===== src/logic/icache_pkg.sv =====
/*
 * Instruction cache lookup package
 * Default geometry, the tag width helper and the shared enums
 */
`default_nettype none

package icache_pkg;

  // Default geometry, overridden at the top level
  localparam int unsigned DefSetCount  = 4;
  localparam int unsigned DefLineCount = 16;
  localparam int unsigned DefLineWidth = 64;
  localparam int unsigned DefFetchAw   = 32;
  localparam int unsigned DefIdWidth   = 4;

  // Operation on the shared tag port in one cycle
  typedef enum logic [1:0] {
    TAG_OP_IDLE,
    TAG_OP_CLEAR,
    TAG_OP_REFILL,
    TAG_OP_LOOKUP
  } tag_op_e;

  // Init and flush sweep
  typedef enum logic {
    ST_SWEEP,
    ST_READY
  } init_state_e;

  // Address bits above line offset and line index
  function automatic int unsigned tag_width(input int unsigned fetch_aw,
                                            input int unsigned line_width,
                                            input int unsigned line_count);
    return fetch_aw - $clog2(line_width / 8) - $clog2(line_count);
  endfunction

endpackage

`default_nettype wire


===== src/logic/icache_hit_select.sv =====
/*
 * Hit selector
 * Encodes the hit set, holds the tag response while the data stage
 * stalls and drops a hit whose line is refilled meanwhile
 */
`default_nettype none

module icache_hit_select #(
  parameter int unsigned SET_COUNT   = icache_pkg::DefSetCount,
  parameter int unsigned LINE_COUNT  = icache_pkg::DefLineCount,
  localparam int unsigned SET_ALIGN   = $clog2(SET_COUNT),
  localparam int unsigned COUNT_ALIGN = $clog2(LINE_COUNT)
) (
  input  logic                    clk_i,
  input  logic                    rst_ni,
  input  logic [SET_COUNT-1:0]    way_hit_i,
  input  logic [SET_COUNT-1:0]    way_error_i,
  input  logic                    req_valid_i,
  input  logic [COUNT_ALIGN-1:0]  req_index_i,
  input  logic                    refill_valid_i,
  input  logic [COUNT_ALIGN-1:0]  refill_index_i,
  input  logic [SET_ALIGN-1:0]    refill_set_i,
  input  logic                    tag_ready_i,
  output logic                    tag_valid_o,
  output logic                    hit_o,
  output logic [SET_ALIGN-1:0]    hit_set_o,
  output logic                    error_o,
  output logic                    stage_ready_o,
  output logic                    event_hit_o,
  output logic                    event_miss_o
);

  logic                 held_q;
  logic                 fresh;
  logic                 hit_s, error_s;
  logic [SET_ALIGN-1:0] set_s;
  logic                 hit_d, error_d;
  logic [SET_ALIGN-1:0] set_d;
  logic                 hit_q, error_q;
  logic [SET_ALIGN-1:0] set_q;

  // Lowest-numbered hitting set wins
  always_comb begin
    hit_s   = |way_hit_i;
    error_s = |(way_hit_i & way_error_i);
    set_s   = '0;
    for (int i = SET_COUNT - 1; i >= 0; i--) begin
      if (way_hit_i[i]) begin
        set_s = SET_ALIGN'(i);
      end
    end
  end

  // Ways present a new result in the first cycle of a request
  assign fresh = req_valid_i && !held_q;

  assign tag_valid_o   = req_valid_i;
  assign stage_ready_o = !req_valid_i || tag_ready_i;
  assign hit_o         = fresh ? hit_s   : hit_q;
  assign hit_set_o     = fresh ? set_s   : set_q;
  assign error_o       = fresh ? error_s : error_q;
  assign event_hit_o   = fresh && hit_s;
  assign event_miss_o  = fresh && !hit_s;

  always_comb begin
    hit_d   = hit_q;
    set_d   = set_q;
    error_d = error_q;
    if (fresh) begin
      hit_d   = hit_s;
      set_d   = set_s;
      error_d = error_s;
    end
    // Refill into the line we are about to read
    if (refill_valid_i && refill_index_i == req_index_i && refill_set_i == hit_set_o) begin
      hit_d   = 1'b0;
      error_d = 1'b0;
    end
  end

  always_ff @(posedge clk_i) begin
    hit_q   <= hit_d;
    set_q   <= set_d;
    error_q <= error_d;
  end

  always_ff @(posedge clk_i or negedge rst_ni) begin
    if (!rst_ni) begin
      held_q <= 1'b0;
    end else begin
      held_q <= req_valid_i && !tag_ready_i;
    end
  end

endmodule

`default_nettype wire


===== config.mk =====
export PLATFORM = sky130hd
export DESIGN_NAME = icache_hit_select
export DESIGN_NICKNAME = d
export VERILOG_FILES = /design/src/logic/icache_pkg.sv /design/src/logic/icache_hit_select.sv
export SDC_FILE = /design/constraint.sdc
export NUM_CORES = 1
export LEC_CHECK = 0
export BUFFER_PORTS_ARGS = -buffer_cell sky130_fd_sc_hd__buf_4
export CAP_MARGIN = 20
export CELL_PAD_IN_SITES_DETAIL_PLACEMENT = 1
export CELL_PAD_IN_SITES_GLOBAL_PLACEMENT = 1
export CORE_MARGIN = 1.5
export CORE_UTILIZATION = 23
export CTS_CLUSTER_DIAMETER = 80
export DETAILED_ROUTE_END_ITERATION = 7
export PLACE_DENSITY_LB_ADDON = 0.3
export REMOVE_ABC_BUFFERS = 1
export SETUP_SLACK_MARGIN = 0.02
export SLEW_MARGIN = 20
export SYNTH_ARGS = -nofsm -noshare
export SYNTH_HDL_FRONTEND = slang
export SYNTH_SLANG_ARGS = --single-unit
export TNS_END_PERCENT = 50

===== constraint.sdc =====
create_clock -name clk_i -period 1.85 [get_ports clk_i]
set_input_delay 0.185 -clock clk_i [delete_from_list [all_inputs] [get_ports clk_i]]
set_output_delay 0.185 -clock clk_i [all_outputs]
set_load 0.02 [all_outputs]

## Yosys cells after proc, flatten, opt, wreduce, memory -nomap -nowiden

Cells that the tools add are included.

- Register bits: 5
- Latch bits: 0
- Memory bits (writable): 0
- Memory bits (read-only): 0
- Output and inout port bits: 8
- Memories kept: 0

- Add/subtract/negate cells: 0
- Multiply operators: 0
- Div/mod/pow operators: 0
- Magnitude comparators: 0
- Equality and inequality tests: 2
- Shifts and indexed selects: 0
- Multiplexer cells: 7
- Bitwise logic cells: 1
- Reduce and logical (&&, ||, !) cells: 13

Operators by type and width:

| cell | count |
|---|---|
| 2-to-1 mux 2 bit | 5 |
| OR reduction 4 bit | 2 |
| logical AND 1 bit | 6 |
| AND 4 bit | 1 |
| == test 4 bit | 1 |
| logical NOT 1 bit | 4 |
| == test 2 bit | 1 |
| 2-to-1 mux 1 bit | 2 |
| logical OR 1 bit | 1 |

## Longest topological paths before layout

- Depth in word-level cells: 7
- Gate-level depth with buffers: 5
- Depth with buffers taken out: 5

## Worst setup path before layout

Ideal clock, no wire load.

- Path type: register -> register
- Start: register held_q
- End: register error_q
- Library setup time: 136 ps
- Arrival time: 1264 ps
- Required time: 1714 ps
- Slack: 451 ps
- Cell stages (with the launch flop): 6
- Period minus slack after synthesis: 1399 ps
- Cells stage by stage: dfrtp_1 -> nand2b_4 -> and2_4 -> or3_1 -> a221oi_2 -> a211oi_1

- Word-level cells in the longest chain between the ends: 5
- Elaborated cells between the ends (all ways): 6
- Those cells by class: 1 x eq/ne; 2 x mux; 3 x reduce/logical

RTL lines:

| item | line | text |
|---|---|---|
| from (decl) | icache_hit_select.sv:33 | `logic held_q;` |
| from (signal assigned) | icache_hit_select.sv:91 | `held_q <= req_valid_i && !tag_ready_i;` |
| logical NOT 1 bit (*) | icache_hit_select.sv:55 | `assign fresh = req_valid_i && !held_q;` |
| logical AND 1 bit (*) | icache_hit_select.sv:55 |  |
| 2-to-1 mux 2 bit | -- |  |
| == test 2 bit | icache_hit_select.sv:75 | `if (refill_valid_i && refill_index_i == req_index_i && refill_set_i == hit_set_o) begin` |
| logical AND 1 bit | icache_hit_select.sv:75 |  |
| to (signal assigned) | icache_hit_select.sv:84 | `error_q <= error_d;` |
| to (decl) | icache_hit_select.sv:39 | `logic hit_q, error_q;` |

Every way passes the cells marked *; elsewhere a longest branch is shown, timed or not.
A chain may end at the register's enable or synchronous reset.

## Worst setup path after layout

- Start: register held_q
- End: output port hit_o

- Word-level cells in the longest chain between the ends: 3

RTL lines:

| item | line | text |
|---|---|---|
| logical NOT 1 bit | icache_hit_select.sv:55 |  |
| logical AND 1 bit | icache_hit_select.sv:55 |  |
| 2-to-1 mux 1 bit | -- |  |
| to (decl) | icache_hit_select.sv:25 | `output logic hit_o,` |

Every way passes these cells.

==> out/metrics.cfg <==
[finish]
final_common_cell = buf_4
layout_common_cells = buf_4 (31), nor2_1 (5), xor2_1 (4), dfxtp_1 (4)
layout-drive-gt1-share_pct = 51.3
area_delta_synth_final_pct = 77.9
fillers = 197
final_core_util_pct = 43.1
antennaDiodeCount = 0
stdcell_count = 92
design_area_um2 = 634
final_net_count = 100

[sta]
final_max_slew_viol_count = 0
skew_ns = 0.000424
slew_headroom_pct = 74.8
fmax_mhz = 625
hold_viol_final = 0
final.period_utilization_pct = 86.5
setup_viol = 0
finalSetupTns_ns = 0
grt_setup_unrepaired = false
tightest_slew_ns = 0.374
fin_crit_ns = 1.60

[grt]
grt_overflow_total = 0
grt_max_degree = 7
antenna_found_initial = 0
first_global_vias = 439
gr-usage-all-layers_pct = 13.2
grt_pass1_wl_um = 1730

[critical_path]
critical_path.max_fanout = 6
rr_startpoint = held_q$_DFF_PN0_
crit_required_ns = 1.66
crit_type = reg -> out
slowest_delay_ns = 0.37
cp_common_cell = buf_4
critical_path.top_delay_family = buffers and inverters
r2r_slack_ns = 0.40
cp_cell_sequence = nor2b_1 > buf_4 > nand2_1 > inv_1 > nor2_1 > buf_4
rr_worst_depth = 5
critPathSlowestCell = dfrtp_1
arrival_ns = 1.42
critPathBufInv = 3
crit_path_start = held_q$_DFF_PN0_
crit_path_start_kind = register
endpoint_kind = output pin
r2r-end = error_q$_SDFF_PP0_

[detailed_routing]
routed_wl_um = 916
drc = 0
postRouteAntennaNets = 0
drt_iter0_markers = 0
num_vias = 423
post_drt_wl_per_cell_um = 9.96
first_pass_iters = 1
vias_per_cell = 4.60

[floorplanning]
initial_core_util_pct = 24.2
rows = 14
io_pins = 31
core_um2 = 1470
die_area_um2 = 1800
die_w_um = 42.4
die_height_um = 42.4

[synthesis]
synth_area_um2 = 357
synthTopCellsByArea = dfxtp_1 (22%), xor2_1 (9.8%), dfrtp_1 (7.0%), nor2_1 (5.3%), xnor2_1 (4.9%)
synth_top_family_by_area = simple AND/OR/NAND/NOR gates
muxShareOfSynthArea_pct = 3.16
synth_fa_ha_area_share_pct = 0
synthDistinctLibCells = 26
yosys_warnings = 0
synthSimpleGateAreaFrac_pct = 27.7
synth_seq_area_share_pct = 29.5
syn_inst = 42
avgSynthCellArea_um2 = 8.49
yosysTopAreaCellShare_pct = 22.5
synth_top_area_cell = dfxtp_1
yosys_register_bits = 5
synthXorXnorAreaFrac_pct = 14.7
synth_compound_area_share_pct = 18.6

[clocking]
path_clk_slew_ns = 0.04
cts_max_level = 1
cts-root-buf = clkbuf_4
cts_made_buffers = 3
cts_buffer_depth = 2
cts_setup_buffers = 0
cts_tree = built
cts_sinks = 5
clk_latency_ns = 0.24

[min_path]
whs_path_depth = 3
holdCritStartpoint = tag_ready_i
holdPathEnd = held_q$_DFF_PN0_
hp-class = in -> reg

[power_and_ir_drop]
combPwrFrac_pct = 35.2
power_frac_seq_pct = 32.2
p_clk_share_pct = 32.5
ir_worst_vdd_v = 0.000336
finalPower_uw = 382
switchingPower_uw = 105
leakage_uw = 0.000316
intPower_uw = 277
switching_share_pct = 27.5
power_density_nw_per_um2 = 603

[placement]
port_buffers = 30
placed_cell_area_um2 = 598
dp_hpwl_um = 854
place_inst = 87
place_congestion = 0.691

[job]
cap_violations = 0

[run_status]
outcome = finished clean

[stage by stage]
step / setup WS, ns / hold WS, ns
detailed placement: 0.391 / -0.0335
floorplan: 0.441 / -0.111
finish: 0.249 / 0.208
global placement: 0.419 / -0.0350
global route: 0.0868 / 0.244
CTS: 0.214 / 0.202
[state kept, by name (all words and copies together), names as in the netlist]
signal,flops
error_q,1
held_q,1
hit_q,1
set_q,2
[cell families (layout without fill, tap and decap cells)]
| family | Yosys count | after routing |
|---|---|---|
| AO/OA/AOI/OAI | 8 | 8 |
| XOR/XNOR | 6 | 6 |
| buffers and inverters | 5 | 39 |
| flip-flops | 5 | 5 |
| multiplexers | 1 | 1 |
| AND/OR/NAND/NOR | 17 | 17 |
[timing repair]
item,4_1_cts,5_1_grt
hold endpoints to repair,1,0
hold buffers,1,0
resized for setup,0,0
[worst max-delay path by stage]
stage	to	slack (ns)	depth (start not counted)
2_1_floorplan	error_q$_SDFF_PP0_	0.44	5
3_3_place_gp	error_q$_SDFF_PP0_	0.42	5
3_5_place_dp	error_q$_SDFF_PP0_	0.39	5
4_1_cts	hit_o	0.21	6
5_1_grt	hit_o	0.09	6
6_report	hit_o	0.25	6
[Yosys cell counts]
| cell type | instances |
|---|---|
| buf_4 | 1 |
| o21ai_0 | 1 |
| nand2_1 | 1 |
| or2b_1 | 1 |
| xnor2_1 | 2 |
| nand2b_4 | 1 |
| xor2_1 | 4 |
| mux2_2 | 1 |
| nor3_1 | 3 |
| a221oi_1 | 1 |
| or3_1 | 1 |
| nand2b_1 | 1 |
| dfrtp_1 | 1 |
| nor4_1 | 1 |
| nor2_1 | 5 |
| nor2b_1 | 1 |
| a21oi_1 | 1 |
| a22o_1 | 1 |
| dfxtp_1 | 4 |
| o2111ai_1 | 1 |
| inv_1 | 3 |
| and2_4 | 1 |
| a221oi_2 | 1 |
| clkbuf_1 | 1 |
| or2_2 | 1 |
| a211oi_1 | 2 |
[area by class of cell]
type	count	area [µm²]	share of cell area (%)
clock buffers	4	26.3	4.14
multi-input cells	32	229	36.1
repair buffers	32	243	38.3
flip-flops and latches	5	105	16.6
well taps	16	20.0	3.16
inverters	3	11.3	1.78
[power by group through the flow]
stage	sequential (µW)	combinational, µW	clock (µW)
4_1_cts	123	137	133
3_3_place_gp	125	134	0
3_5_place_dp	125	135	0
2_1_floorplan	124	62.5	0
6_report	123	135	124
5_1_grt	125	149	135
[metal layers]
metal	vias up	GRT usage, %	wire length, µm
met5	-	0	0
met4	0	3.75	0
met3	0	6.90	93
met2	20	22.8	465
met1	184	14.0	357
li1	219	-	-
[worst register-to-register path, cell delays in order (launching register included)]
cell and delay [ns]:
dfrtp_1 0.37, nand2b_4 0.14, and2_4 0.15, or3_1 0.32
a221oi_2 0.27, a211oi_1 0.07
No activity file was read; power rests on OpenSTA's default activity.
