### src/logic/icache_pkg.sv
/*
 * Instruction cache lookup package
 * Default geometry, the tag width helper and the shared enums
 */
`default_nettype none

package icache_pkg;

  // Default geometry, overridden at the top level
  localparam int unsigned DefSetCount  = 4;
  localparam int unsigned DefLineCount = 16;
  localparam int unsigned DefLineWidth = 64;
  localparam int unsigned DefFetchAw   = 32;
  localparam int unsigned DefIdWidth   = 4;

  // Operation on the shared tag port in one cycle
  typedef enum logic [1:0] {
    TAG_OP_IDLE,
    TAG_OP_CLEAR,
    TAG_OP_REFILL,
    TAG_OP_LOOKUP
  } tag_op_e;

  // Init and flush sweep
  typedef enum logic {
    ST_SWEEP,
    ST_READY
  } init_state_e;

  // Address bits above line offset and line index
  function automatic int unsigned tag_width(input int unsigned fetch_aw,
                                            input int unsigned line_width,
                                            input int unsigned line_count);
    return fetch_aw - $clog2(line_width / 8) - $clog2(line_count);
  endfunction

endpackage

`default_nettype wire

### src/logic/icache_tag_way.sv
/*
 * Tag way
 * Tag memory of one set and the compare against the tag stage request
 */
`default_nettype none

module icache_tag_way #(
  parameter int unsigned LINE_COUNT  = icache_pkg::DefLineCount,
  parameter int unsigned LINE_WIDTH  = icache_pkg::DefLineWidth,
  parameter int unsigned FETCH_AW    = icache_pkg::DefFetchAw,
  localparam int unsigned COUNT_ALIGN = $clog2(LINE_COUNT),
  localparam int unsigned TAG_WIDTH   =
    icache_pkg::tag_width(FETCH_AW, LINE_WIDTH, LINE_COUNT)
) (
  input  logic                    clk_i,
  input  logic                    rst_ni,
  input  icache_pkg::tag_op_e     tag_op_i,
  input  logic [COUNT_ALIGN-1:0]  tag_index_i,
  input  logic                    enable_i,
  input  logic [TAG_WIDTH-1:0]    wr_tag_i,
  input  logic                    wr_error_i,
  input  logic [FETCH_AW-1:0]     req_addr_i,
  output logic                    way_hit_o,
  output logic                    way_error_o
);

  // Entry layout {valid, error, tag}
  logic [TAG_WIDTH+1:0] mem_q [LINE_COUNT];
  logic [TAG_WIDTH+1:0] wdata;
  logic                 mem_write;
  logic                 mem_read;
  logic                 rd_valid_q;
  logic                 rd_error_q;
  logic [TAG_WIDTH-1:0] rd_tag_q;

  assign mem_write = enable_i && (tag_op_i == icache_pkg::TAG_OP_CLEAR ||
                                  tag_op_i == icache_pkg::TAG_OP_REFILL);
  assign mem_read  = enable_i && (tag_op_i == icache_pkg::TAG_OP_LOOKUP);
  // Clear writes an invalid entry
  assign wdata = (tag_op_i == icache_pkg::TAG_OP_REFILL) ? {1'b1, wr_error_i, wr_tag_i} : '0;

  always_ff @(posedge clk_i) begin
    if (mem_write) begin
      mem_q[tag_index_i] <= wdata;
    end
    if (mem_read) begin
      rd_error_q <= mem_q[tag_index_i][TAG_WIDTH];
      rd_tag_q   <= mem_q[tag_index_i][TAG_WIDTH-1:0];
    end
  end

  always_ff @(posedge clk_i or negedge rst_ni) begin
    if (!rst_ni) begin
      rd_valid_q <= 1'b0;
    end else if (mem_read) begin
      rd_valid_q <= mem_q[tag_index_i][TAG_WIDTH+1];
    end
  end

  // Read result holds until the next lookup
  assign way_hit_o   = rd_valid_q && (rd_tag_q == req_addr_i[FETCH_AW-1 -: TAG_WIDTH]);
  assign way_error_o = way_hit_o && rd_error_q;

endmodule

`default_nettype wire

### config.mk
export PLATFORM = sky130hd
export DESIGN_NAME = icache_tag_way
export DESIGN_NICKNAME = d
export VERILOG_FILES = /design/src/logic/icache_pkg.sv /design/src/logic/icache_tag_way.sv
export SDC_FILE = /design/constraint.sdc
export NUM_CORES = 1
export LEC_CHECK = 0
export BUFFER_PORTS_ARGS = -buffer_cell sky130_fd_sc_hd__buf_4
export CAP_MARGIN = 25
export CORE_ASPECT_RATIO = 0.9
export CORE_MARGIN = 5
export CORE_UTILIZATION = 35
export CTS_CLUSTER_DIAMETER = 150
export CTS_CLUSTER_SIZE = 20
export DETAILED_ROUTE_END_ITERATION = 10
export GPL_ROUTABILITY_DRIVEN = 0
export SYNTH_ARGS = -nofsm -noshare
export SYNTH_HDL_FRONTEND = slang
export SYNTH_SLANG_ARGS = --single-unit
### constraint.sdc
create_clock -name clk_i -period 1.9 [get_ports clk_i]
set_clock_uncertainty 0.15 [all_clocks]
set_input_delay 0.38 -clock clk_i [delete_from_list [all_inputs] [get_ports clk_i]]
set_output_delay 0.38 -clock clk_i [all_outputs]
set_load 0.01 [all_outputs]
# Word level (Yosys, flattened, before mapping)
# Memories as Yosys holds them, arrays and structs flattened.
# Cells that the tools add are included.
totals:
  reg_bits: 27
  mem_bits_rw: 432
  word_cells: 16
  mem_count: 1
memory_table:
  columns: ["name", "depth", "word_bits", "rd", "rd_clocked_by_memory_dff", "wr", "line", "text"]
  rows:
  - ["mem_q", 16, 27, 1, 0, 1, "icache_tag_way.sv:28", "logic [TAG_WIDTH+1:0] mem_q [LINE_COUNT];"]
op_classes:
  n_eq_ne: 4
  muxes: 3
  n_reduce_logical: 5
ops:
  columns: ["operator", "n"]
  rows:
  - ["$mux 27", 1]
  - ["$eq 25x25->1", 1]
  - ["$eq 2x2->1 const B", 2]
  - ["$logic_and 1x1->1", 4]
  - ["$eq 2x1->1 const B", 1]
  - ["$mux 1", 2]
  - ["$logic_or 1x1->1", 1]

# Longest topological paths before layout
# Gate-level depths: netlist of the first run.
depth:
  word_depth: 5
  depth_mapped: 7
  depth_no_buf: 6

# Worst setup path before layout of the first run
# Ideal clock, no wire load.
synth_path:
  kind: "input-to-reg"
  from: "in tag_index_i[0]"
  to: "mem mem_q[1][0] (netlist name), enable pin"
  setup_ns: 0.445
  t_arrival_ns: 3.181
  slack_ns: -1.876
  path_stages: 5
  path_cell_list: "buf_2 -> buf_2 -> inv_1 -> or3_1 -> nor3_1"
synth_rtl:
  columns: ["item", "line", "text"]
  rows:
  - ["start, declared", "icache_tag_way.sv:18", "input logic [COUNT_ALIGN-1:0] tag_index_i,"]
  - ["end, declared", "icache_tag_way.sv:28", null]
# Straight into the memory's write port.

# Worst setup path after layout of the first run
layout_path:
  from: "reg rd_tag_q[16] (read register of mem_q)"
  to: "out way_error_o"
layout_via:
  elab_chain_cells: 3
layout_rtl:
  columns: ["item", "line", "text"]
  rows:
  - ["start, declared", "icache_tag_way.sv:34", "logic [TAG_WIDTH-1:0] rd_tag_q;"]
  - ["$eq 25x25->1", "icache_tag_way.sv:61", "assign way_hit_o = rd_valid_q && (rd_tag_q == req_addr_i[FETCH_AW-1 -: TAG_WIDTH]);"]
  - ["$logic_and 1x1->1", "icache_tag_way.sv:61", null]
  - ["$logic_and 1x1->1", "icache_tag_way.sv:62", "assign way_error_o = way_hit_o && rd_error_q;"]
  - ["end, declared", "icache_tag_way.sv:24", "output logic way_error_o"]
# Every way passes these cells.

==> flow_metrics.env, run 1 <==
export IMPL_firstDrtPassIters=5
export IMPL_cellInternalPower_mw=14.3
export IMPL_finalSetupViolCount=2
export IMPL_violations="setup timing"
export IMPL_clk_latency_ns=0.56
export IMPL_wl_per_cell_microns=25.8
export IMPL_power_mw=17.9
export IMPL_grt_setup_unrepaired="yes"
export IMPL_place_ws_ns=-0.485
export IMPL_syn_inst=729
export IMPL_synth_cell_types=23
export IMPL_hold_viol_final=0
export IMPL_p_switching_mw=3.60
export IMPL_powerDensity_mw_per_mm2=857
export IMPL_final_nets=945
export IMPL_n_antenna_cell=0
export IMPL_fin_crit_sh_pct=143
export IMPL_grt_remaining_overflow=0
export IMPL_min_from="wr_tag_i[9]"
export IMPL_htree_levels=1
export IMPL_tightest_slew_ns=0.622
export IMPL_crit_start="rd_tag_q[16]$_DFFE_PP_"
export IMPL_grt_pass1_vias=8306
export IMPL_syn_num_nets=798
export IMPL_syn_avg_cell_area_sq_um=24.2
export IMPL_worstSetupEndpointType="output pin"
export IMPL_setup_slack_ns=-0.811
export IMPL_crit_path_top_delay_cell="edfxtp_1"
export IMPL_viasPerCell=5.09
export IMPL_switching_share_pct=20.1
export IMPL_grt_usage_pct=14.6
export IMPL_cap_violations=0
export IMPL_yosys_area_top_type_share_pct=78.0
export IMPL_ys_warn_count=0
export IMPL_report_final_slew_viol_count=0
export IMPL_share_comb_of_total_power_pct=5.7
export IMPL_crit_chain="xor2_2 > nor4_2 > buf_4 > nand3_1 > nor4_2 > buf_4"
export IMPL_routed_wl_microns=40400
export IMPL_cts_root_buffer="clkbuf_16"
export IMPL_grt_start_max_net_pins=33
export IMPL_p_clk_share_pct=31.5
export IMPL_pwr_share_seq_pct=62.8
export IMPL_die_w_microns=247
export IMPL_setup_tns_ns=-1.56
export IMPL_cp_required_ns=1.37
export IMPL_crit_type="register to output pin"
export IMPL_grt_pass1_wl_microns=58900
export IMPL_post_cts_setup_buffers=0
export IMPL_drive_above_1_share_pct=38.6
export IMPL_leakage_nw=5.65
export IMPL_place_inst=1526
export IMPL_syn_cell_area_sq_mm=0.0176
export IMPL_hpwl_microns=25100
export IMPL_peakVddDrop_mv=0.657
export IMPL_antenna_found_initial=0
export IMPL_ys_seq_area_share_pct=78.2
export IMPL_fmax_mhz=369
export IMPL_io_pins=69
export IMPL_path_clk_slew_ns=0.08
export IMPL_start_kind="register"
export IMPL_drtAntennaViolNets=0
export IMPL_dr_first_iter_drc_count=750
export IMPL_maxSlewHeadroom_pct=58.5
export IMPL_start_util_pct=35.1
export IMPL_outcome="finished, violations left"
export IMPL_cts_sinks=459
export IMPL_ys_seq_elements=459
export IMPL_dieHeight_microns=223
export IMPL_vias=7972
export IMPL_core_region_area_sq_mm=0.0502
export IMPL_syn_to_final_growth_pct=18.8
export IMPL_yosys_area_top_type="edfxtp_1"
export IMPL_drcViolationCount=0
export IMPL_cp_max_fo=2
export IMPL_fin_cells=1567
export IMPL_min_period_ns=2.71
export IMPL_slowest_delay_ns=0.41
export IMPL_rows=78
export IMPL_ys_top_cells_by_area="edfxtp_1, mux4_2, xor2_1"
export IMPL_die_area_sq_mm=0.0550
export IMPL_io_buffers=61
export IMPL_arrival_ns=2.18
export IMPL_rr_startpoint="mem_q[11][24]$_DFFE_PP_"
export IMPL_cts_buffers=26
export IMPL_clockBufferDepth=3
export IMPL_min_path_type="input port to register"
export IMPL_cts_tree="yes"
==> logic make-up (layout without fill, tap and decap cells) <==
logic type	after synthesis	in the layout	share of synthesized area (%)
AOI/OAI and AO/OA	3	3	0.121
xor gates and xnor gates	25	25	1.24
adders and majority gates	2	2	0.142
buffers and inverters	38	196	1.11
DFF	459	459	78.2
muxes	135	135	17.1
and+or+nand+nor	67	67	2.10
==> power groups by stage <==
stage | registers (mW) | logic (mW) | clock network (mW)
after floorplan | 11.5 | 0.615 | 0
after global placement | 11.5 | 1.03 | 0
after detailed placement | 11.5 | 1.05 | 0
after CTS | 11.3 | 1.06 | 5.77
after global routing | 11.3 | 1.10 | 6.19
final | 11.3 | 1.03 | 5.65
==> cell type report <==
class | count | area, sq um
Multi-Input combinational cell | 232 | 3870
Inverter | 3 | 13.8
Clock buffer | 39 | 721
Timing Repair Buffer | 154 | 1720
Sequential cell | 459 | 13800
Tap cell | 680 | 851
Fill cell | 4360 | 29200
==> per-layer routing <==
metal,wire length [microns],vias up,share of wire [%],GRT usage (%)
met5,0,-,0,0
met4,511,0,1.3,2.03
met3,1860,34,4.6,2.28
met2,19800,194,49,23.9
met1,18200,4354,45,21.5
li1,-,3390,-,-
==> cell usage after synthesis <==
library cell / n
buf_2: 15
inv_1: 3
mux4_2: 133
ha_1: 2
nor4_1: 8
nor3_1: 6
nor2_1: 14
nand2_1: 3
nand4b_1: 1
nand2b_1: 3
and2_1: 27
clkbuf_1: 11
a311oi_1: 1
a31oi_1: 2
nand3_1: 2
or3_1: 2
nor3b_1: 1
xnor2_1: 1
xor2_1: 24
buf_4: 9
edfxtp_1: 458
mux2i_1: 2
dfrtp_1: 1
==> final timing paths <==
path | endpoint | slack (ns) | cells past startpoint
worst max-delay path | way_error_o | -0.81 | 6
worst min-delay path | mem_q[11][9]$_DFFE_PP_ | 0.17 | 3
worst max register to register | rd_tag_q[24]$_DFFE_PP_ | 0.14 | 2
worst min register to register | rd_valid_q$_DFFE_PN0P_ | 0.46 | 2
max in group asynchronous | rd_valid_q$_DFFE_PN0P_ | 0.95 | 3
min in group asynchronous | rd_valid_q$_DFFE_PN0P_ | 0.53 | 3
==> worst max-delay path: cells and delay by family (launching register included) <==
kind,cells,cell delay (ns)
buf+inv,2,0.35
simple gates,3,0.66
flops,1,0.41
xor+xnor,1,0.20
==> per-stage QoR <==
step,area [sq um],hold WS [ns],util (%)
CTS,20900,0.157,41.7
global placement,20200,0.0145,40.2
detailed placement,20200,0.0188,40.2
global route,20900,0.153,41.8
finish,20900,0.175,41.8
floorplan,18000,-0.0656,-
==> registers in the layout, summed over array words and instances (netlist names) <==
register,flops
mem_q,432
rd_valid_q,1
rd_tag_q,25
rd_error_q,1
==> what timing repair did <==
action                                  in CTS  in global routing
gates resized for setup                      3                  4
endpoints found under the setup margin       2                  2
hold endpoints to repair                     1                  0
hold buffers                                 2                  0
pin swaps                                    4                  1
==> cells in the final DEF (no fill, tap or decap), drive strengths merged <==
cell type,synthesis,routed
a311oi,1,1
nand2b,3,3
and2,27,27
nand4b,1,1
clkbuf,11,39
nor3b,1,1
ha,2,2
nor2,14,14
mux2i,2,2
buf,24,152
xor2,24,24
a31oi,2,2
nand2,3,3
xnor2,1,1
nor4,8,8
or3,2,2
dfrtp,1,1
dlygate4sd3,0,2
inv,3,3
nor3,6,6
nand3,2,2
edfxtp,458,458
mux4,133,133
No activity file was read; power rests on OpenSTA's default activity.
==> inputs of run 2 (changes only) <==
--- a/config.mk
+++ b/config.mk
@@ -5,9 +5,9 @@
 export SDC_FILE = /design/constraint.sdc
 export NUM_CORES = 1
 export LEC_CHECK = 0
+export ABC_AREA = 1
 export BUFFER_PORTS_ARGS = -buffer_cell sky130_fd_sc_hd__buf_4
 export CAP_MARGIN = 25
-export CORE_ASPECT_RATIO = 0.9
 export CORE_MARGIN = 5
 export CORE_UTILIZATION = 35
 export CTS_CLUSTER_DIAMETER = 150
==> run 2 against run 1 <==
  * The run still ends with setup timing left
  * First-iteration DRC count grew 25%
  * Worst hold slack lost 0.061 ns
  * Die area grew 2.2%
  * Largest cell class unchanged
  * Largest power group unchanged
  * Highest routed layer unchanged
==> flow_metrics.env, run 2 <==
export IMPL_start_util_pct=35.2
export IMPL_seq_area_sq_mm=0.0138
export IMPL_cap_violations=0
export IMPL_finalSetupViolCount=2
export IMPL_yosys_area_top_type_share_pct=76.3
export IMPL_cts_sinks=459
export IMPL_worstSetupEndpointType="output pin"
export IMPL_syn_inst=1323
export IMPL_ys_flop_type="edfxtp_1"
export IMPL_io_buffers=61
export IMPL_reg_top3="mem_q x432, rd_tag_q x25"
export IMPL_syn_avg_cell_area_sq_um=13.6
export IMPL_n_antenna_cell=0
export IMPL_cp_max_fo=2
export IMPL_routed_wl_microns=44800
export IMPL_grt_start_max_net_pins=41
export IMPL_cts_root_buffer="clkbuf_16"
export IMPL_outcome="finished, violations left"
export IMPL_ys_warn_count=0
export IMPL_fmax_mhz=394
export IMPL_leakage_nw=7.27
export IMPL_min_period_ns=2.54
export IMPL_synth_most_common_cell="edfxtp_1"
export IMPL_place_inst=2105
export IMPL_ys_seq_elements=459
export IMPL_violations="setup timing"
export IMPL_ys_top_cells_by_count="edfxtp_1, nand2_1, a22oi_1"
export IMPL_firstDrtPassIters=5
export IMPL_grt_usage_pct=15.6
export IMPL_fin_crit_sh_pct=134
export IMPL_dieHeight_microns=237
export IMPL_clk_latency_ns=0.57
export IMPL_regMostFlops="mem_q"
export IMPL_ys_top_cells_by_area="edfxtp_1, a22oi_1, nand2_1"
export IMPL_place_area_sq_mm=0.0206
export IMPL_hold_viol_final=0
export IMPL_crit_buf_inv=2
export IMPL_cts_buffers=26
export IMPL_cp_required_ns=1.37
export IMPL_final_cell_mix="edfxtp_1, nand2_1, a22oi_1"
export IMPL_cpMostUsedCell="buf_4"
export IMPL_hpwl_microns=27800
export IMPL_arrival_ns=2.01
export IMPL_antenna_found_initial=0
export IMPL_syn_to_final_growth_pct=18.6
export IMPL_synth_cell_types=24
export IMPL_report_final_slew_viol_count=0
export IMPL_synth_edf_count=458
export IMPL_tightest_slew_ns=0.565
export IMPL_viasPerCell=4.95
export IMPL_fin_area_sq_mm=0.0214
export IMPL_fin_cells=2146
export IMPL_crit_family="simple AND/OR/NAND/NOR gates"
export IMPL_n_fill_cell=4653
export IMPL_slowest_delay_ns=0.39
export IMPL_async_flop_share_pct=0.218
export IMPL_syn_cell_area_sq_mm=0.0180
export IMPL_core_region_area_sq_mm=0.0512
export IMPL_wl_per_cell_microns=20.9
export IMPL_grt_remaining_overflow=0
export IMPL_yosys_area_top_type="edfxtp_1"
export IMPL_crit_path_top_delay_cell="edfxtp_1"
export IMPL_io_pins=69
export IMPL_drive_above_1_share_pct=15.9
export IMPL_clockBufferDepth=3
export IMPL_final_nets=1524
export IMPL_vias=10620
export IMPL_layout_commonest_cell="edfxtp_1"
export IMPL_largest_reg_flops=432
export IMPL_die_w_microns=237
export IMPL_ys_seq_area_share_pct=76.4
export IMPL_drtAntennaViolNets=0
export IMPL_peakVddDrop_mv=0.532
export IMPL_crit_chain="or2_4 > a21oi_2 > buf_4 > nand2_4 > nor2_4 > nand2_2 > nor2_1 > buf_4"
export IMPL_maxSlewHeadroom_pct=62.3
export IMPL_die_area_sq_mm=0.0562
export IMPL_min_path_type="input port to register"
export IMPL_htree_levels=1
export IMPL_syn_num_nets=1392
export IMPL_grt_pass1_wl_microns=67500
export IMPL_path_clk_slew_ns=0.09
export IMPL_dr_first_iter_drc_count=935
export IMPL_setup_slack_ns=-0.637
export IMPL_grt_setup_unrepaired="yes"
export IMPL_rows=83
export IMPL_start_kind="register"
export IMPL_crit_type="register to output pin"
export IMPL_setup_tns_ns=-1.22
export IMPL_cts_tree="yes"
export IMPL_grt_pass1_vias=10460
export IMPL_drcViolationCount=0
export IMPL_powerDensity_mw_per_mm2=862
export IMPL_multi_input_comb_area_sq_mm=0.00366
==> run 2: changes by cell type in the layout (fill, tap and decap cells not counted), sizes merged, moves of 5 or more <==
cell,previous run,this run
inv,3,131
nor3,6,0
mux4,133,0
nor4,8,0
buf,152,159
nand2,3,409
and2,27,0
xor2,24,2
nor2,14,37
o21ai,0,5
a22oi,0,208
==> run 2: path summary, 6_finish.rpt <==
| kind | start | to | slack (ns) | cells past startpoint |
|---|---|---|---|---|
| hold / removal | wr_tag_i[24] | mem_q[9][24]$_DFFE_PP_ | 0.11 | 4 |
| setup reg to reg | mem_q[15][16]$_DFFE_PP_ | rd_tag_q[16]$_DFFE_PP_ | 0.56 | 6 |
| max in group asynchronous | rst_ni | rd_valid_q$_DFFE_PN0P_ | 0.99 | 3 |
| min in group asynchronous | rst_ni | rd_valid_q$_DFFE_PN0P_ | 0.51 | 3 |
| hold reg to reg | rd_valid_q$_DFFE_PN0P_ | rd_valid_q$_DFFE_PN0P_ | 0.47 | 2 |
| setup / recovery | rd_tag_q[12]$_DFFE_PP_ | way_error_o | -0.64 | 8 |
==> run 2: timing repair <==
action | in CTS | in global routing
resized for setup | 15 | 7
hold buffers | 2 | 0
endpoints found under the hold margin | 1 | 0
pin swaps | 12 | 5
setup buffers | 0 | 0
endpoints found under the setup margin | 2 | 2
==> run 2: power breakdown <==
group / switching [mW] / internal [mW] / leakage (nW)
clock network: 3.04 / 2.61 / 0.347
registers: 0.0433 / 11.2 / 3.46
logic: 0.903 / 0.581 / 3.47
==> run 2: layout make-up <==
type	instances	area share [%]
clock buffer	39	3.37
timing repair buffer	161	8.66
multi-input combinational	673	17.1
sequential	459	64.5
tap	680	3.98
inverter	134	2.43
==> run 2: worst reg2reg max path, stage by stage (launching register included) <==
cell and delay (ns):
edfxtp_1 0.36, a22oi_1 0.19, nand2_1 0.07, nand2_1 0.14, nand2_1 0.08, inv_1 0.05, nand2_1 0.06
==> run 2: kinds of logic (layout without fill, tap and decap cells) <==
| group | count (synthesis) | count (layout) | synth area share, % |
|---|---|---|---|
| compound gates | 215 | 215 | 8.86 |
| buf+inv | 191 | 334 | 4.77 |
| simple gates | 452 | 452 | 9.61 |
| flops | 459 | 459 | 76.4 |
| fa+ha+maj | 2 | 2 | 0.139 |
| xor+xnor | 4 | 4 | 0.194 |
==> run 2: per-stage QoR <==
stage	power, mW	utilization (%)	setup WS [ns]	hold slack [ns]
after floorplan	12.4	-	-0.137	-0.0656
after global placement	13.0	40.2	-0.425	0.00600
after detailed placement	13.0	40.2	-0.429	0.00789
after CTS	18.6	41.7	-0.675	0.106
after global routing	19.1	41.8	-0.758	0.123
final	18.4	41.8	-0.637	0.114
==> run 2: routing by layer <==
layer  vias to the layer above  share of wire (%)  GRT usage (%)
met2                       278                 48           25.8
met1                      5335                 45           22.9
li1                       4976                  -              -
met3                        31                5.8           2.34
met5                         -                  0              0
met4                         0               0.95           1.61
