`config.mk`:
```
export PLATFORM = sky130hd
export DESIGN_NAME = icache_tag_ctrl
export DESIGN_NICKNAME = d
export VERILOG_FILES = /design/src/logic/icache_pkg.sv /design/src/logic/icache_tag_ctrl.sv
export SDC_FILE = /design/constraint.sdc
export NUM_CORES = 1
export LEC_CHECK = 0
export BUFFER_PORTS_ARGS = -buffer_cell sky130_fd_sc_hd__buf_2
export CAP_MARGIN = 20
export CORE_MARGIN = 2
export CORE_UTILIZATION = 41
export CTS_CLUSTER_DIAMETER = 100
export DETAILED_ROUTE_END_ITERATION = 7
export PLACE_DENSITY = 0.79
export REMOVE_ABC_BUFFERS = 1
export SLEW_MARGIN = 25
export SYNTH_ARGS = -nofsm -noshare
export SYNTH_HDL_FRONTEND = slang
export SYNTH_SLANG_ARGS = --single-unit
export TNS_END_PERCENT = 50
```
`constraint.sdc`:
```
create_clock -name clk_i -period 2.1 [get_ports clk_i]
set_input_delay 0.315 -clock clk_i [delete_from_list [all_inputs] [get_ports clk_i]]
set_output_delay 0.315 -clock clk_i [all_outputs]
set_load 0.01 [all_outputs]
```
`src/logic/icache_pkg.sv`:
```
/*
 * Instruction cache lookup package
 * Default geometry, the tag width helper and the shared enums
 */
`default_nettype none

package icache_pkg;

  // Default geometry, overridden at the top level
  localparam int unsigned DefSetCount  = 4;
  localparam int unsigned DefLineCount = 16;
  localparam int unsigned DefLineWidth = 64;
  localparam int unsigned DefFetchAw   = 32;
  localparam int unsigned DefIdWidth   = 4;

  // Operation on the shared tag port in one cycle
  typedef enum logic [1:0] {
    TAG_OP_IDLE,
    TAG_OP_CLEAR,
    TAG_OP_REFILL,
    TAG_OP_LOOKUP
  } tag_op_e;

  // Init and flush sweep
  typedef enum logic {
    ST_SWEEP,
    ST_READY
  } init_state_e;

  // Address bits above line offset and line index
  function automatic int unsigned tag_width(input int unsigned fetch_aw,
                                            input int unsigned line_width,
                                            input int unsigned line_count);
    return fetch_aw - $clog2(line_width / 8) - $clog2(line_count);
  endfunction

endpackage

`default_nettype wire

```
`src/logic/icache_tag_ctrl.sv`:
```
/*
 * Tag controller
 * Runs the clear sweep, arbitrates the shared tag port and
 * holds the request of the tag stage
 */
`default_nettype none

module icache_tag_ctrl #(
  parameter int unsigned SET_COUNT   = icache_pkg::DefSetCount,
  parameter int unsigned LINE_COUNT  = icache_pkg::DefLineCount,
  parameter int unsigned LINE_WIDTH  = icache_pkg::DefLineWidth,
  parameter int unsigned FETCH_AW    = icache_pkg::DefFetchAw,
  parameter int unsigned ID_WIDTH    = icache_pkg::DefIdWidth,
  localparam int unsigned LINE_ALIGN  = $clog2(LINE_WIDTH / 8),
  localparam int unsigned COUNT_ALIGN = $clog2(LINE_COUNT),
  localparam int unsigned SET_ALIGN   = $clog2(SET_COUNT)
) (
  input  logic                    clk_i,
  input  logic                    rst_ni,
  input  logic                    flush_i,
  input  logic [FETCH_AW-1:0]     in_addr_i,
  input  logic [ID_WIDTH-1:0]     in_id_i,
  input  logic                    in_valid_i,
  output logic                    in_ready_o,
  input  logic                    write_valid_i,
  input  logic [COUNT_ALIGN-1:0]  write_addr_i,
  input  logic [SET_ALIGN-1:0]    write_set_i,
  output logic                    write_ready_o,
  input  logic                    stage_ready_i,
  output icache_pkg::tag_op_e     tag_op_o,
  output logic [COUNT_ALIGN-1:0]  tag_index_o,
  output logic [SET_COUNT-1:0]    set_enable_o,
  output logic [FETCH_AW-1:0]     req_addr_o,
  output logic [ID_WIDTH-1:0]     req_id_o,
  output logic                    req_valid_o
);

  icache_pkg::init_state_e state_q;
  logic [COUNT_ALIGN-1:0]  count_q;
  logic                    refill_grant;
  logic                    lookup_grant;

  // ------------------------------------------------------------
  // Sweep clearing one line per cycle over all sets
  // ------------------------------------------------------------
  always_ff @(posedge clk_i or negedge rst_ni) begin
    if (!rst_ni) begin
      state_q <= icache_pkg::ST_SWEEP;
      count_q <= '0;
    end else begin
      case (state_q)
        icache_pkg::ST_SWEEP: begin
          count_q <= count_q + 1'b1;
          if (count_q == COUNT_ALIGN'(LINE_COUNT - 1)) begin
            state_q <= icache_pkg::ST_READY;
          end
        end
        icache_pkg::ST_READY: begin
          // A flush during a sweep is absorbed by that sweep
          if (flush_i) begin
            state_q <= icache_pkg::ST_SWEEP;
            count_q <= '0;
          end
        end
      endcase
    end
  end

  // ------------------------------------------------------------
  // Tag port arbitration
  // ------------------------------------------------------------
  assign write_ready_o = (state_q == icache_pkg::ST_READY);
  assign refill_grant  = write_valid_i && write_ready_o;
  // Refills take the port and lookups wait for room in the tag stage
  assign in_ready_o    = write_ready_o && !write_valid_i && stage_ready_i;
  assign lookup_grant  = in_valid_i && in_ready_o;

  always_comb begin
    tag_op_o     = icache_pkg::TAG_OP_IDLE;
    tag_index_o  = in_addr_i[LINE_ALIGN +: COUNT_ALIGN];
    set_enable_o = '0;
    if (state_q == icache_pkg::ST_SWEEP) begin
      tag_op_o     = icache_pkg::TAG_OP_CLEAR;
      tag_index_o  = count_q;
      set_enable_o = '1;
    end else if (refill_grant) begin
      tag_op_o                  = icache_pkg::TAG_OP_REFILL;
      tag_index_o               = write_addr_i;
      set_enable_o[write_set_i] = 1'b1;
    end else if (lookup_grant) begin
      tag_op_o     = icache_pkg::TAG_OP_LOOKUP;
      set_enable_o = '1;
    end
  end

  // Tag stage request register
  always_ff @(posedge clk_i) begin
    if (lookup_grant) begin
      req_addr_o <= in_addr_i;
      req_id_o   <= in_id_i;
    end
  end

  always_ff @(posedge clk_i or negedge rst_ni) begin
    if (!rst_ni) begin
      req_valid_o <= 1'b0;
    end else if (lookup_grant) begin
      req_valid_o <= 1'b1;
    end else if (stage_ready_i) begin
      req_valid_o <= 1'b0;
    end
  end

  // A refill and a lookup moving on to the data port never share a cycle
  a_single_grant: assert property (@(posedge clk_i) disable iff (!rst_ni)
    refill_grant && req_valid_o |-> !stage_ready_i);

endmodule

`default_nettype wire

```
# --- Word-level counts from Yosys, hierarchy flattened ---
# Index checks and enable logic that the tools add are counted.
totals:
  ff_bits: 42
op_classes:
  addsub: 1
  order_cmp: 2
  eq_ne: 2
  muxes: 17
  bitwise_logic: 1
  reduce_logical: 7
ops:
  columns: ["op", "count"]
  rows:
  - ["4-bit 2-to-1 mux", 6]
  - ["4-bit one-hot mux with 2 select lines", 1]
  - ["2-bit 2-to-1 mux", 3]
  - ["1-bit logical AND", 5]
  - ["1-bit 2-to-1 mux", 5]
  - ["4-bit by 1-bit adder with 4-bit output (second input constant)", 1]
  - ["4-bit equality test (second input constant)", 1]
  - ["2-bit by 3-bit < comparator with 1-bit output (second input constant)", 1]
  - ["1-bit demux with 2-bit select", 1]
  - ["2-bit by 1-bit greater-or-equal comparator with 1-bit output (second input constant)", 1]
  - ["2-bit != test (second input constant)", 1]
  - ["1-bit one-hot mux with 2 select lines", 1]
  - ["2-bit nonzero test", 1]
  - ["1-bit logical NOT", 1]
  - ["1-bit inverter", 1]

# --- Logic depth before layout (Yosys ltp) ---
# Gate-level depths: netlist (run 1).
depth:
  ltp_word: 7
  depth_mapped: 4

# --- Worst setup path before layout (run 1) ---
# No wires, ideal clock.
synth_path:
  path_type: "register to register"
  start: "reg state_q (netlist: write_ready_o)"
  end: "reg req_addr_o[0], enable pin"
  t_arrival_ps: 1592
  required_time_ps: 1699
  path_slack_ps: 107
  path_stages_with_launch: 3
  n_path_buf: 0
  synth_period_minus_slack_ps: 1993
  cell_sequence: "dfrtp_1 inv_2 nor2_2"
synth_between:
  elab_chain_len: 3
synth_lines:
  columns: ["element", "line_no", "text"]
  rows:
  - ["start, declared", "icache_tag_ctrl.sv:38", "icache_pkg::init_state_e state_q;"]
  - ["start signal, assigned", "icache_tag_ctrl.sv:48", "state_q <= icache_pkg::ST_SWEEP;"]
  - ["start signal, assigned", "icache_tag_ctrl.sv:55", "state_q <= icache_pkg::ST_READY;"]
  - ["start signal, assigned", "icache_tag_ctrl.sv:61", "state_q <= icache_pkg::ST_SWEEP;"]
  - ["1-bit logical AND (2 in a row)", "icache_tag_ctrl.sv:75", "assign in_ready_o = write_ready_o && !write_valid_i && stage_ready_i;"]
  - ["1-bit logical AND", "icache_tag_ctrl.sv:76", "assign lookup_grant = in_valid_i && in_ready_o;"]
  - ["net lookup_grant", "icache_tag_ctrl.sv:41", "logic lookup_grant;"]
  - ["end signal, assigned", "icache_tag_ctrl.sv:99", "req_addr_o <= in_addr_i;"]
  - ["end, declared", "icache_tag_ctrl.sv:33", "output logic [FETCH_AW-1:0] req_addr_o,"]
# The timed path passes the listed nets, and every way through them passes these cells.
# A chain may end at the register's enable or synchronous reset.

# --- Final worst setup path (run 1) ---
layout_path:
  start: "reg state_q (netlist: write_ready_o)"
  end: "out set_enable_o[3]"
layout_between:
  elab_chain_len: 6
layout_lines:
  columns: ["element", "line_no", "text"]
  rows:
  - ["1-bit logical AND (2 in a row)", "icache_tag_ctrl.sv:75", null]
  - ["1-bit logical AND", "icache_tag_ctrl.sv:76", null]
  - ["4-bit 2-to-1 mux", "icache_tag_ctrl.sv:90", "end else if (lookup_grant) begin"]
  - ["4-bit 2-to-1 mux", "icache_tag_ctrl.sv:86", "end else if (refill_grant) begin"]
  - ["4-bit 2-to-1 mux (*)", "icache_tag_ctrl.sv:82", "if (state_q == icache_pkg::ST_SWEEP) begin"]
  - ["end, declared", "icache_tag_ctrl.sv:32", "output logic [SET_COUNT-1:0] set_enable_o,"]
# Mark *: on every way between the ends. The rest lies on a longest branch, timed or not.

==> results.md, run 1 <==
- Core Footprint: 0.00361 mm²
- Outcome: complete, no violations
- Gr usage total: 0.140
- HP Class: input pin to register
- Rel. slew slack: 0.807
- Largest net degree at the start of global routing: 30
- Resized cells post-CTS: 0
- Final WS setup: 0.535 ns
- Vias in the first global route: 1047
- Chip width: 64.9 µm
- Max IR drop VDD: 0.542 mV
- Effective utilization at floorplan: 0.422
- Fillcell total: 300
- Commonest non-fill, non-tap cells in the layout: 96 x buf_2, 36 x edfxtp_1, 6 x dfrtp_1
- Ratio of cells with drive above 1 in the final layout: 0.568
- Gr ovfl total: 0
- Die Span Y: 64.9 µm
- Syn avg cell area: 17.5 µm²
- Fin nets: 240
- R2R Path Start: write_ready_o$_DFF_PN0_
- Tmin final: 1.56 ns
- Layout area overhead: 44.0%
- Total Power: 2130 µW
- Floorplan row count: 22
- HPWL Detailed: 2.36 mm
- Max-capacitance violation count: 0
- Period utilization: 0.745
- H-tree depth: 2
- Register area share after synthesis: 0.809
- Non-Filler Instances: 240
- Req. time, crit path: 1.78 ns
- Setup violators final: 0
- Synth cell types: 26
- Port bufs: 96
- Antenna viol nets, final: 0
- Setup WS pre-CTS: 0.621 ns
- Post-Syn Instances: 87
- Final wirelength: 2.91 mm
- CTS sink count: 42
- Post-layout instance area: 0.00219 mm²
- Final hold vios: 0
- Fmax: 639 MHz
- Leak pwr: 0.000964 µW
- Most common cell after layout, fill and taps aside: buf_2
- CTS buffer count: 5
- Dpl cells: 231
- Crit path kind: register to output pin
- Initial antenna violation count: 0
- CTS tree: built
- Flops & latches, synth: 42
- CP max FO: 16
- WHS Path Cells: 1
- R2R cell count: 3
- Clock Latency Late Sink: 0.28 ns
- Slowest cell on the critical path: dfrtp_1
- Setup bufs post-CTS: 0
- IO Pins: 97
- Clock root buffer: clkbuf_8
- Mapped Area: 0.00152 mm²
- Drt wl/cell: 12.1 µm
- Die Footprint: 0.00422 mm²
- Crit start category: register
- Via/cell ratio: 4.56
- RSZ-0062 raised after global routing: false
- Reg2Reg Setup Slack: 0.84 ns
- R2r endpoint: req_addr_o[16]$_DFFE_PP_
- CP Cell Sequence: buf_4 -> and2_4 -> o21ai_0 -> buf_2
- First-pass GRT wire length: 4.37 mm
- Worst Tran Pin Value: 0.289 ns
- YS warnings: 0
- RePlAce Congestion: 0.761
- Hold_sp: in_addr_i[20]
- PwrDens: 969 mW/mm²
- DR vias: 1095
- 1st-pass router iterations: 4
- Max-slew violations: 0
- Clock Skew: 0.00642 ns
- Worst-path clk slew: 0.07 ns
- CTS hold repair buffers: 1
- Crit end category: output pin
- # diodes: 0
- Hold Path Sink: req_addr_o[20]$_DFFE_PP_
- Arr. time, crit path: 1.25 ns
- Worst-case clock buffer depth: 2
- Cell Area, Placed: 0.00207 mm²
- Drt first-iter violations: 10
- CP max stage delay: 0.37 ns
- DR DRC count: 0
[layer usage]
metal / GRT usage / up-vias / share of wire
li1: - / 528 / -
met1: 0.151 / 500 / 0.38
met2: 0.253 / 65 / 0.50
met3: 0.0590 / 2 / 0.11
met4: 0.0319 / 0 / 0.0065
met5: 0 / - / 0
[flip-flops by register name, summed over array words and instances (netlist names)]
register       flops
req_id_o           4
req_valid_o        1
count_q            4
write_ready_o      1
req_addr_o        32
[through the flow]
step / utilization / hold slack, ns / TNS [ns]
after floorplan: - / 0.0194 / -1.11
after global placement: 0.575 / 0.146 / 0
after detailed placement: 0.575 / 0.147 / 0
after CTS: 0.608 / 0.192 / 0
after global routing: 0.608 / 0.180 / 0
final: 0.608 / 0.205 / 0
[area by class of cell]
cell class	count	area [µm²]	area share
Inverter	4	15.0	0.00685
Timing Repair Buffer	99	518	0.236
Tap cell	48	60.1	0.0274
Multi-Input combinational cell	39	259	0.118
Sequential cell	42	1230	0.561
Clock inverter	2	37.5	0.0171
Clock buffer	6	72.6	0.0331
[worst max-delay path, delay by kind of cell (launching register included)]
family / cells / cell delay (ns)
flip-flops: 1 / 0.37
AND/OR/NAND/NOR: 1 / 0.18
buffers and inverters: 2 / 0.35
AO/OA/AOI/OAI: 1 / 0.08
[synth_stat cells]
library cell | count | area share
nand3b_1 | 1 | 0.0049
xnor2_1 | 1 | 0.0058
nor2_1 | 5 | 0.012
dfrtp_1 | 6 | 0.099
inv_1 | 3 | 0.0074
edfxtp_1 | 36 | 0.71
o21ai_0 | 5 | 0.016
nand3b_4 | 1 | 0.013
o21bai_1 | 1 | 0.0049
nor3_1 | 1 | 0.0033
a21oi_1 | 5 | 0.016
o2bb2ai_1 | 1 | 0.0058
a21o_1 | 1 | 0.0049
nand2b_1 | 1 | 0.0041
o22ai_1 | 1 | 0.0041
nand4_1 | 1 | 0.0041
buf_6 | 2 | 0.015
nand2_1 | 4 | 0.0099
nand3_1 | 1 | 0.0033
nor2_2 | 1 | 0.0041
ha_1 | 1 | 0.0082
and2_4 | 1 | 0.0058
o21ai_1 | 1 | 0.0033
inv_2 | 1 | 0.0025
mux2i_1 | 4 | 0.026
xor2_1 | 1 | 0.0058
[power by group]
group	internal (µW)	switching (µW)
clock	354	245
combinational	232	257
sequential	980	57.8
total	1570	560
[how the worst max path moves through the flow]
stage | start | endpoint | slack (ns) | cells after the start
6_report | write_ready_o$_DFF_PN0_ | set_enable_o[3] | 0.54 | 4
5_1_grt | write_ready_o$_DFF_PN0_ | set_enable_o[3] | 0.41 | 4
4_1_cts | write_ready_o$_DFF_PN0_ | set_enable_o[1] | 0.52 | 4
3_5_place_dp | write_valid_i | req_addr_o[28]$_DFFE_PP_ | 0.62 | 4
3_3_place_gp | write_valid_i | req_addr_o[1]$_DFFE_PP_ | 0.63 | 4
2_1_floorplan | write_ready_o$_DFF_PN0_ | req_addr_o[0]$_DFFE_PP_ | -0.03 | 2
[cell families (layout without fill, tap and decap cells)]
kind of cell | Yosys count | count (layout) | share of synthesized area
simple gates | 17 | 17 | 0.0649
buf+inv | 6 | 111 | 0.0246
xor+xnor | 2 | 2 | 0.0115
mux | 4 | 4 | 0.0263
compound gates | 15 | 15 | 0.0559
flops | 42 | 42 | 0.809
fa+ha+maj | 1 | 1 | 0.00822
Power figures use the tool's default switching activity.
==> inputs of run 2 (changes only) <==
CORE_UTILIZATION = 37   (was 41)
PLACE_DENSITY = 0.75   (was 0.79)
clock period = 1.4 ns   (was 2.1 ns; I/O delays follow)
==> run 2 against run 1 <==
Against the previous run: non-clock buffer count grew 3; routed wire length grew 7.2%; clock power grew 20%; first-iteration DRC count grew to 6.9 times the previous value; via count shrank 0.37%; die area grew 10%; global-route usage shrank 1.2 points; utilization shrank 4.9 points; largest cell class unchanged; clock skew shrank 0.0023 ns; register-to-register slack lost 0.70 ns.
==> results.md, run 2 (same netlist as run 1, synthesis figures left out) <==
- Drt first-iter violations: 69
- Clock root buffer: clkbuf_8
- Fin nets: 243
- Internal: 2220 µW
- Hold Worst Slack: 0.100 ns
- Die Span Y: 68.2 µm
- IO Pins: 97
- Clock network fraction of design power: 0.232
- Drt wl/cell: 12.7 µm
- Largest net degree at the start of global routing: 38
- HP Class: input pin to register
- First-pass GRT wire length: 4.25 mm
- Max-capacitance violation count: 0
- Logic pwr share: 0.262
- Area of the multi-input gates: 275 µm²
- Worst Tran Pin Value: 0.180 ns
- Worst-case clock buffer depth: 2
- Finished Core Util: 0.559
- CTS tree: built
- RSZ-0062 raised after global routing: true
- DR vias: 1091
- CP max stage delay: 0.43 ns
- Switching Power: 894 µW
- Non-Filler Instances: 245
- Period utilization: 0.997
- Max FFs per register: 32
- HPWL Detailed: 2.35 mm
- # diodes: 0
- Crit start category: register
- H-tree depth: 2
- Tmin final: 1.40 ns
- Vias in the first global route: 949
- Post-layout instance area: 0.00222 mm²
- CTS sink count: 42
- Sw Share: 0.287
- Antenna viol nets, final: 0
- Initial antenna violation count: 0
- Max IR drop VDD: 1.27 mV
- Cell Area, Placed: 0.00208 mm²
- Worst-path clk slew: 0.08 ns
- CP max FO: 7
- Seq pwr share: 0.506
- Rel. slew slack: 0.877
- WHS Path Cells: 1
- Setup violators final: 0
- Most common cell after layout, fill and taps aside: buf_2
- Crit path kind: register to output pin
- Dpl cells: 233
- DR DRC count: 0
- 1st-pass router iterations: 4
- CTS buffer count: 5
- Arr. time, crit path: 1.19 ns
- Commonest non-fill, non-tap cells in the layout: 97 x buf_2, 36 x edfxtp_1, 6 x dfrtp_1
- Final hold vios: 0
- Core Footprint: 0.00397 mm²
- Max-slew violations: 0
- Port bufs: 96
- Layout area overhead: 45.8%
- Fillcell total: 338
- Clock Skew: 0.00410 ns
- PwrDens: 1400 mW/mm²
- Slowest cell on the critical path: dfrtp_1
- Fmax: 717 MHz
- Chip width: 68.2 µm
- Clock Latency Late Sink: 0.28 ns
- Outcome: complete, no violations
- Via/cell ratio: 4.45
- Largest regs: req_addr_o (32), count_q (4), req_id_o (4)
- R2R cell count: 4
- CP Cell Sequence: buf_6 -> nor2_2 -> a21oi_1 -> buf_2
- Floorplan row count: 23
- Register area: 0.00123 mm²
- Crit end category: output pin
- Die Footprint: 0.00464 mm²
- RePlAce Congestion: 0.741
- Gr usage total: 0.128
- Gr ovfl total: 0
- Effective utilization at floorplan: 0.383
- Total Power: 3110 µW
- Largest reg by FF count: req_addr_o
- Final wirelength: 3.12 mm
- Ratio of cells with drive above 1 in the final layout: 0.600
- Req. time, crit path: 1.19 ns
- Leak pwr: 0.000975 µW
-- run 2: worst paths after layout --
| path | startpoint | endpoint | slack, ns |
|---|---|---|---|
| max in group asynchronous | rst_ni | count_q[2]$_DFFE_PN0P_ | 0.99 |
| min reg2reg | req_valid_o$_DFFE_PN0P_ | req_valid_o$_DFFE_PN0P_ | 0.48 |
| min | in_addr_i[28] | req_addr_o[28]$_DFFE_PP_ | 0.10 |
| min in group asynchronous | rst_ni | req_valid_o$_DFFE_PN0P_ | 0.27 |
| max reg2reg | write_ready_o$_DFF_PN0_ | req_addr_o[6]$_DFFE_PP_ | 0.14 |
| max | write_ready_o$_DFF_PN0_ | tag_index_o[2] | 0.005 |
-- run 2: cell type report --
cell class	instances	share of cell area
clock buffer	5	0.0310
clock inverter	3	0.00733
inverter	4	0.00902
multi-input combinational	39	0.124
sequential	42	0.555
tap	50	0.0282
timing repair buffer	102	0.246
-- run 2: worst max-delay path, delay by kind of cell, from the launching register on --
kind / cells / cell delay (ns)
flops: 1 / 0.43
buf+inv: 2 / 0.31
compound gates: 1 / 0.12
simple gates: 1 / 0.04
-- run 2: per-stage QoR --
stage / TNS, ns / worst slack, ns
2_1_floorplan: -26.84 / -0.731
3_5_place_dp: 0 / 0.168
5_1_grt: -0.241 / -0.0537
6_report: 0 / 0.00480
4_1_cts: 0 / 0.00171
3_3_place_gp: 0 / 0.187
-- run 2: routing by layer --
metal / global-route usage / part of all wire / vias to the layer above
met5: 0 / 0 / -
met4: 0.0525 / 0.0080 / 0
met3: 0.0461 / 0.13 / 4
met2: 0.210 / 0.45 / 68
met1: 0.151 / 0.41 / 483
li1: - / - / 536
-- run 2: power groups by stage --
| stage | Clock, µW | Combinational [µW] | Sequential, µW |
|---|---|---|---|
| global route | 797 | 907 | 1590 |
| detailed placement | 0 | 732 | 1580 |
| global placement | 0 | 725 | 1580 |
| finish | 722 | 815 | 1570 |
| CTS | 748 | 753 | 1560 |
| floorplan | 0 | 379 | 1620 |
-- run 2: what timing repair did --
item	CTS	global route
gates resized for setup	1	8
hold buffers	1	0
cloned	0	1
hold endpoints to repair	6	0
buffers inserted	1	1
setup endpoints to repair	4	5
pin swaps	0	1
